### src/logic/synctimer_pkg.sv
// widths, fixed-point positions and value types of the timer adjuster
`default_nettype none

package synctimer_pkg;

    // --------------------
    // widths
    // --------------------
    localparam int unsigned TIMER_WIDTH = 32; // local and corrected timer
    localparam int unsigned CYCLE_WIDTH = 32; // raw cycle counter
    localparam int unsigned ERROR_WIDTH = 32; // integer part of errors and limits

    // --------------------
    // fixed-point positions
    // --------------------

    // fraction bits appended to time errors
    localparam int unsigned ERROR_Q = 8;

    // fraction bits of the cycle estimate, doubles as cycle filter gain (1/2^N)
    localparam int unsigned CYCLE_Q = 6;

    // --------------------
    // value types
    // --------------------

    // timer value, wraps freely
    typedef logic [TIMER_WIDTH-1:0] time_t;

    // raw cycles between two corrections
    typedef logic [CYCLE_WIDTH-1:0] count_t;

    // smoothed cycles per correction period, CYCLE_Q fraction bits
    typedef logic [CYCLE_WIDTH+CYCLE_Q-1:0] cycle_t;

    // phase/period error and adjustment, ERROR_Q fraction bits
    typedef logic signed [ERROR_WIDTH+ERROR_Q-1:0] error_t;

    // adjustment limit, integer cycles
    typedef logic signed [ERROR_WIDTH-1:0] limit_t;

endpackage

`default_nettype wire

### src/logic/lpf_update.sv
// first-order low-pass filter holding one estimate and its valid flag
`timescale 1ns/1ps
`default_nettype none

module lpf_update #(
    parameter type         value_t = logic [31:0],
    parameter int unsigned GAIN    = 6             // update weight 1/2^GAIN
) (
    input  logic   clk,
    input  logic   reset,

    input  logic   clear,       // drop the estimate, next observation loads directly
    input  logic   update,
    input  value_t observe,
    input  logic   observe_en,

    output value_t estimate,
    output logic   estimate_en
);

    value_t predict_gain; // held estimate minus its share
    value_t observe_gain;
    logic   load;

    // the held estimate is the prediction
    always_comb begin
        predict_gain = estimate - (estimate >>> GAIN);
        observe_gain = observe >>> GAIN;
        load         = update && observe_en;
    end

    // --------------------
    // valid flag
    // --------------------
    always_ff @(posedge clk) begin
        if (reset) begin
            estimate_en <= 1'b0;
        end else if (clear) begin
            estimate_en <= 1'b0;
        end else if (load) begin
            estimate_en <= 1'b1;
        end
    end

    // --------------------
    // estimate
    // --------------------
    always_ff @(posedge clk) begin
        if (load) begin
            if (estimate_en && !clear) begin
                estimate <= predict_gain + observe_gain;
            end else begin
                estimate <= observe; // first observation taken as is
            end
        end
    end

endmodule

`default_nettype wire

### src/logic/cycle_estimator.sv
// local cycle counter between corrections and smoothed cycles-per-period estimate
`timescale 1ns/1ps
`default_nettype none

module cycle_estimator (
    input  logic                  clk,
    input  logic                  reset,

    input  logic                  correct_valid,

    output synctimer_pkg::cycle_t request_cycle
);

    import synctimer_pkg::*;

    count_t count;
    logic   count_enable;  // set by the first strobe
    logic   count_valid;   // strobe that closes a full period

    count_t count_hold;    // raw count of the period just closed
    logic   hold_strobe;
    cycle_t observe;
    logic   update;

    cycle_t estimate;
    logic   estimate_en;

    // --------------------
    // cycle counter
    // --------------------
    always_ff @(posedge clk) begin
        if (reset) begin
            count        <= '0;
            count_enable <= 1'b0;
        end else begin
            count <= count + count_t'(1);
            if (correct_valid) begin
                count        <= count_t'(1); // strobe cycle counts as the first
                count_enable <= 1'b1;
            end
        end
    end

    always_comb count_valid = correct_valid & count_enable;

    // --------------------
    // observation pipeline
    // --------------------
    always_ff @(posedge clk) begin
        if (reset) begin
            hold_strobe <= 1'b0;
            update      <= 1'b0;
        end else begin
            hold_strobe <= count_valid;
            update      <= hold_strobe;
        end
    end

    always_ff @(posedge clk) begin
        if (count_valid) begin
            count_hold <= count;
        end
        if (hold_strobe) begin
            observe <= cycle_t'(count_hold) <<< CYCLE_Q; // to fixed point
        end
    end

    // gain tied to the fraction width
    lpf_update #(
        .value_t (cycle_t),
        .GAIN    (CYCLE_Q)
    ) u_cycle_lpf (
        .clk         (clk),
        .reset       (reset),
        .clear       (1'b0),
        .update      (update),
        .observe     (observe),
        .observe_en  (1'b1),          // every update carries a full period
        .estimate    (estimate),
        .estimate_en (estimate_en)
    );

    // reads zero until the first period has been measured
    always_comb request_cycle = estimate_en ? estimate : '0;

endmodule

`default_nettype wire

### src/logic/error_estimator.sv
// staged phase/period error estimation, adjustment sum and limiter
`timescale 1ns/1ps
`default_nettype none

module error_estimator #(
    parameter int unsigned PERIOD_GAIN = 6,
    parameter int unsigned PHASE_GAIN  = 6
) (
    input  logic                  clk,
    input  logic                  reset,

    input  synctimer_pkg::time_t  current_time,
    input  synctimer_pkg::time_t  correct_time,
    input  logic                  correct_valid,
    input  logic                  correct_renew,

    input  synctimer_pkg::limit_t param_adjust_min,
    input  synctimer_pkg::limit_t param_adjust_max,

    output synctimer_pkg::error_t request_value,
    output logic                  request_valid
);

    import synctimer_pkg::*;

    logic   [4:0] stage;         // one-hot walk through the pipeline
    logic         renew_strobe;

    error_t limit_min;
    error_t limit_max;
    time_t  time_gap;            // wraps, read as signed

    error_t time_diff;           // current difference
    logic   time_diff_en;
    error_t time_diff1;          // previous difference minus last adjustment
    logic   time_diff1_en;

    error_t observe_x;           // phase observation
    error_t observe_v;           // period observation
    logic   observe_v_en;

    logic   phase_clear;
    logic   filter_update;
    error_t estimate_x;
    logic   estimate_x_en;
    error_t estimate_v;
    logic   estimate_v_en;

    error_t adjust_total;
    error_t adjust_value;        // last issued adjustment

    always_comb begin
        limit_min    = error_t'(param_adjust_min) <<< ERROR_Q;
        limit_max    = error_t'(param_adjust_max) <<< ERROR_Q;
        time_gap     = correct_time - current_time;
        renew_strobe = correct_valid & correct_renew;
    end

    // --------------------
    // control
    // --------------------
    always_ff @(posedge clk) begin
        if (reset) begin
            stage         <= '0;
            time_diff_en  <= 1'b0;
            time_diff1_en <= 1'b0;
            observe_v_en  <= 1'b0;
            adjust_value  <= '0;
            request_valid <= 1'b0;
        end else begin
            stage         <= {stage[3:0], correct_valid};
            request_valid <= stage[4];

            if (correct_valid) begin
                time_diff_en  <= 1'b1;
                time_diff1_en <= time_diff_en;
                if (correct_renew) begin
                    time_diff1_en <= 1'b0;    // history dropped
                    adjust_value  <= '0;
                end
            end

            if (stage[0]) begin
                observe_v_en <= time_diff1_en;
            end

            // limiter
            if (stage[4]) begin
                if (adjust_total < limit_min) begin
                    adjust_value <= limit_min;
                end else if (adjust_total > limit_max) begin
                    adjust_value <= limit_max;
                end else begin
                    adjust_value <= adjust_total;
                end
            end
        end
    end

    // --------------------
    // datapath
    // --------------------
    always_ff @(posedge clk) begin
        // capture the difference
        if (correct_valid) begin
            time_diff  <= error_t'($signed(time_gap)) <<< ERROR_Q;
            time_diff1 <= time_diff - adjust_value;
            if (correct_renew) begin
                time_diff <= '0;
            end
        end

        // observe
        if (stage[0]) begin
            observe_x <= time_diff;
            observe_v <= time_diff - time_diff1;
        end

        // sum, raw difference until both estimates exist
        if (stage[3]) begin
            if (estimate_x_en && estimate_v_en) begin
                adjust_total <= estimate_x + estimate_v;
            end else begin
                adjust_total <= time_diff;
            end
        end
    end

    // phase has no prediction without a period estimate, restart it
    always_comb begin
        phase_clear   = renew_strobe | (stage[1] & ~estimate_v_en);
        filter_update = stage[2];
    end

    // --------------------
    // filters
    // --------------------
    lpf_update #(
        .value_t (error_t),
        .GAIN    (PHASE_GAIN)
    ) u_phase_lpf (
        .clk         (clk),
        .reset       (reset),
        .clear       (phase_clear),
        .update      (filter_update),
        .observe     (observe_x),
        .observe_en  (1'b1),          // a difference always exists here
        .estimate    (estimate_x),
        .estimate_en (estimate_x_en)
    );

    lpf_update #(
        .value_t (error_t),
        .GAIN    (PERIOD_GAIN)
    ) u_period_lpf (
        .clk         (clk),
        .reset       (reset),
        .clear       (renew_strobe),
        .update      (filter_update),
        .observe     (observe_v),
        .observe_en  (observe_v_en),
        .estimate    (estimate_v),
        .estimate_en (estimate_v_en)
    );

    always_comb request_value = adjust_value;

endmodule

`default_nettype wire

### src/logic/synctimer_adjuster_calc.sv
// top level of the timer adjuster error calculator, cycle and error estimators
`timescale 1ns/1ps
`default_nettype none

module synctimer_adjuster_calc #(
    parameter int unsigned PERIOD_GAIN = 6,  // period filter weight 1/2^N
    parameter int unsigned PHASE_GAIN  = 6   // phase filter weight 1/2^N
) (
    input  logic                  clk,
    input  logic                  reset,

    input  synctimer_pkg::time_t  current_time,

    input  logic                  correct_renew,
    input  synctimer_pkg::time_t  correct_time,
    input  logic                  correct_valid,

    input  synctimer_pkg::limit_t param_adjust_min,
    input  synctimer_pkg::limit_t param_adjust_max,

    output synctimer_pkg::error_t request_value,
    output synctimer_pkg::cycle_t request_cycle,
    output logic                  request_valid
);

    // --------------------
    // cycles per period
    // --------------------
    cycle_estimator u_cycle_estimator (
        .clk           (clk),
        .reset         (reset),
        .correct_valid (correct_valid),
        .request_cycle (request_cycle)
    );

    // --------------------
    // time error
    // --------------------
    error_estimator #(
        .PERIOD_GAIN (PERIOD_GAIN),
        .PHASE_GAIN  (PHASE_GAIN)
    ) u_error_estimator (
        .clk              (clk),
        .reset            (reset),
        .current_time     (current_time),
        .correct_time     (correct_time),
        .correct_valid    (correct_valid),
        .correct_renew    (correct_renew),
        .param_adjust_min (param_adjust_min),
        .param_adjust_max (param_adjust_max),
        .request_value    (request_value),
        .request_valid    (request_valid)
    );

endmodule

`default_nettype wire

### config.mk
export PLATFORM = sky130hd
export DESIGN_NAME = synctimer_adjuster_calc
export DESIGN_NICKNAME = d
export VERILOG_FILES = /design/src/logic/synctimer_pkg.sv /design/src/logic/lpf_update.sv /design/src/logic/cycle_estimator.sv /design/src/logic/error_estimator.sv /design/src/logic/synctimer_adjuster_calc.sv
export SDC_FILE = /design/constraint.sdc
export NUM_CORES = 2
export LEC_CHECK = 0
export BUFFER_PORTS_ARGS = -buffer_cell sky130_fd_sc_hd__buf_2
export CAP_MARGIN = 40
export CORE_MARGIN = 1
export CORE_UTILIZATION = 53
export DETAILED_ROUTE_END_ITERATION = 12
export HOLD_SLACK_MARGIN = 0.15
export MAX_ROUTING_LAYER = met4
export PLACE_DENSITY = 0.68
export SETUP_SLACK_MARGIN = 0.4
export SYNTH_ARGS = -nofsm -noshare
export SYNTH_HDL_FRONTEND = slang
export SYNTH_SLANG_ARGS = --single-unit
### constraint.sdc
create_clock -name clk -period 8.4 [get_ports clk]
set_input_delay 0.84 -clock clk [delete_from_list [all_inputs] [get_ports clk]]
set_output_delay 0.84 -clock clk [all_outputs]
set_load 0.01 [all_outputs]
==> impl.org <==
** Synth
- Synthesized area per cell :: 9.401 µm²
- Asr flop ratio synth :: 0%
- Cell with the most instances after synthesis :: sky130_fd_sc_hd__inv_1
- Leading area contributor after synthesis :: sky130_fd_sc_hd__edfxtp_1
- Yosys top cell area share :: 32.04%
- For this run, the number of Yosys warnings is 0.
- Portion of the post-synthesis area used by sequential elements :: 37.06%
- The mapped netlist covers 0.03431 mm².
- Cells taking the most area after synthesis :: sky130_fd_sc_hd__edfxtp_1 32%, sky130_fd_sc_hd__ha_1 12%, sky130_fd_sc_hd__inv_1 7.0%
- Gate count of the mapped netlist :: 3,649
- Count of unique library cells instantiated by Yosys :: 98
- The number of nets handed over by synthesis was 4,208.
- Post-synthesis register bit count :: 452
- Commonest register cell after synthesis :: sky130_fd_sc_hd__edfxtp_1
- By count the netlist is led by 641 x sky130_fd_sc_hd__inv_1, 366 x sky130_fd_sc_hd__edfxtp_1, 316 x sky130_fd_sc_hd__ha_1.
- Post-synth EDFFs :: 366

** Timing
- For the finished layout, the period the worst path requires is 4.323 ns.
- Relative slew slack :: 40.18%
- Setup WS post-layout :: 4.077 ns
- Final setup violation count :: 0
- Number of pins with negative max-slew slack in the final report :: 0
- Hold Vio Cnt, Final :: 0
- Fmax :: 231.3 MHz
- Setup total negative slack on the finished layout was measured at 0 ns.
- At the pin with the least slew margin, the transition time is 0.8919 ns.
- Of the available clock period, the critical path in the final layout requires 51.46%.
- Clock skew on the completed layout was measured at 0.02976 ns.
- Setup repair after global routing left no endpoint under its margin.

** Floorplanning
- Pin placement for this block handled 211 I/O pins.
- Measured along the x axis, the die boundary spans 256.4 µm.
- The die covers 0.06575 mm².
- The core region is 0.06354 mm².
- Rows :: 92
- The initial utilization of the core area, before any placement, comes to 53.99%.
- Die outline height :: 256.4 µm

** Routing
- The final layout contains routed wiring with a total length of 84.19 mm.
- Post-DRT Antenna Nets :: 0
- Drt pass-1 iters :: 5
- After the first detailed-routing iteration, the DRC count stood at 1,877.
- In the routed design, unresolved DRC markers number 0.
- After detailed routing, the average wire length per cell comes to 17.74 µm.
- The detailed router placed 26,410 vias in this run.
- Dividing the detail-routed via count by the number of cells gives 5.566.

** Clock tree
- TritonCTS built the clock tree.
- Setup fix buffers added after clock tree synthesis :: 0
- After clock tree synthesis, the repair step resized 0 gates.
- The clock passes through at most 3 buffers.
- Clock tree synthesis selected as its root buffer the cell sky130_fd_sc_hd__clkbuf_16.
- Insertion delay of the later-clocked pin in the worst-skew pair :: 0.62 ns
- Total clock buffers created by CTS :: 53
- Number of sinks on the clock net :: 452
- Hold repair after CTS inserted 0 buffers.
- Number of H-tree levels :: 2
- Clock-pin slew of the registers on the worst-case setup and hold paths :: 0.06 ns

** Setup path
- Crit-path max FO :: 5
- Critical path cell sequence :: inv_1, fa_1, inv_1, fa_1, a211oi_1, o21ai_0, and3_1, o21ai_0, a21oi_1, o21ai_0, a211oi_1, a221o_1, xnor2_1, o21ai_0
- The worst setup path is captured at a flop.
- On the critical path, the stage with the largest delay is an instance of sky130_fd_sc_hd__fa_1.
- The worst setup path is of the flop to flop kind.
- Critical Path RT :: 8.71 ns
- Biggest cell delay along the critical path :: 0.53 ns
- By instance count, the cell type seen most on the critical path is sky130_fd_sc_hd__o21ai_0.
- Startpoint class of the critical path :: flop
- Data on the critical path arrives at its endpoint at 4.63 ns.

** Power and ir drop
- Leakage :: 17.61 nW
- Highest ir drop seen on vdd :: 147.1 µV
- Power spread over the standard cell area amounts to 184.2 mW/mm².

** Final layout
- Total non-filler cell area in the finished layout :: 0.03825 mm²
- Antenna Cells :: 0
- Compared with the post-synthesis result, the final layout area differs by 11.49%.
- After the last flow step, the layout net total stands at 4,413.
- Of the cells placed in the final design, the portion with a size suffix greater than 1 is 9.849%.

** Placement
- Input and output buffers added on the ports amount to 210.
- OpenSTA, run right after detailed placement, puts the worst setup slack at 3.979 ns.
- The placed instances occupy a cell area of 0.03638 mm².
- HPWL after detailed placement :: 65.72 mm
- RePlAce Congestion :: 0.9577

** Global route
- Entering global routing, the biggest net connects 78 pins.
- The number of antenna violations at the first check in global routing is 0.
- After global routing the overflow that remains totals 0.
- The first global-routing pass estimated 136.0 mm of wire.
- Overall global routing resource usage :: 26.47%
- Via count of the first global-routing pass :: 25,970

** Run status
- The run finished with clean final reports.

** Flow run
- Max-cap violations in this run came to 0.

** Hold path
- Classification of the worst-slack hold path :: flop to flop
## worst max-delay path: cells and delay by family (launching register included)
kind            cells  cell delay, ns
flops               1            0.40
fa+ha+maj           2            1.00
buf+inv             2            0.15
simple gates        1            0.19
xor+xnor            1            0.13
compound gates      8            2.14
## layer usage
layer / share of wire (%) / global-route usage [%] / vias to the layer above / wire length, µm
met5: 0 / - / - / 0
met4: 2.1 / 6.399 / 0 / 1728
met3: 5.3 / 3.193 / 113 / 4422
met2: 47 / 42.98 / 693 / 39350
met1: 46 / 35.32 / 12470 / 38690
li1: - / - / 13140 / -
## logic make-up (layout without fill, tap and decap cells)
logic type | after synthesis | after routing | synth area share (%)
AOI/OAI and AO/OA | 955 | 955 | 17.99
and+or+nand+nor | 794 | 794 | 11.21
buffers and inverters | 723 | 973 | 7.925
DFF | 452 | 452 | 37.06
adders and majority gates | 427 | 427 | 18.00
xor gates and xnor gates | 248 | 248 | 6.332
muxes | 50 | 50 | 1.484
## power breakdown
part	leakage, nW	switching (mW)	internal [mW]
logic	12.6	1.13	0.785
registers	4.10	0.0895	2.60
clock network	0.899	0.964	1.48
total	17.6	2.19	4.86
## per-stage QoR
step / utilization, % / std cells / hold WS (ns) / power, mW
after floorplan: - / 3649 / 0.4003 / 4.114
after global placement: 57.08 / 4639 / 0.4002 / 4.592
after detailed placement: 57.26 / 4645 / 0.4045 / 4.615
after CTS: 60.19 / 4745 / 0.4162 / 7.074
after global routing: 60.19 / 4745 / 0.4221 / 7.408
final: 60.19 / 4745 / 0.4162 / 7.046
## layout make-up
cell class	instances	area (µm²)
Multi-Input combinational cell	2474	18920
Tap cell	846	1059
Clock inverter	24	266.5
Sequential cell	452	12720
Fill cell	5559	25290
Inverter	642	2410
Clock buffer	76	1598
Timing Repair Buffer	231	1280
## final timing paths
kind,endpoint,slack (ns),depth (start not counted),start
worst max-delay path,u_error_estimator.u_period_lpf.estimate[38],4.08,14,u_error_estimator.u_period_lpf.estimate[1]
worst max register to register,u_error_estimator.u_period_lpf.estimate[38],4.08,14,u_error_estimator.u_period_lpf.estimate[1]
worst min register to register,u_cycle_estimator.observe[15],0.42,0,u_cycle_estimator.count_hold[9]
worst min-delay path,u_cycle_estimator.observe[15],0.42,0,u_cycle_estimator.count_hold[9]
## cells in the final DEF (no fill, tap or decap), drive strengths merged, types with 131 or more instances in the layout
cell type,instances
ha,316
inv,642
nand2,241
edfxtp,366
o21ai,277
a21oi,238
buf,231
nor2,222
a21o,131
xnor2,144
## state kept, by name, indices dropped and copies added (netlist names), 5 cells and up
name	cells
u_error_estimator.time_diff1	40
u_cycle_estimator.count	32
u_error_estimator.stage	5
u_error_estimator.observe_x	32
u_error_estimator.observe_v	40
u_error_estimator.u_period_lpf.estimate	40
u_cycle_estimator.u_cycle_lpf.estimate	38
u_error_estimator.adjust_total	40
u_error_estimator.request_value	40
u_cycle_estimator.count_hold	32
u_error_estimator.time_diff	32
u_cycle_estimator.observe	32
u_error_estimator.u_phase_lpf.estimate	40
Note: power is estimated with default switching activity, not from simulation.
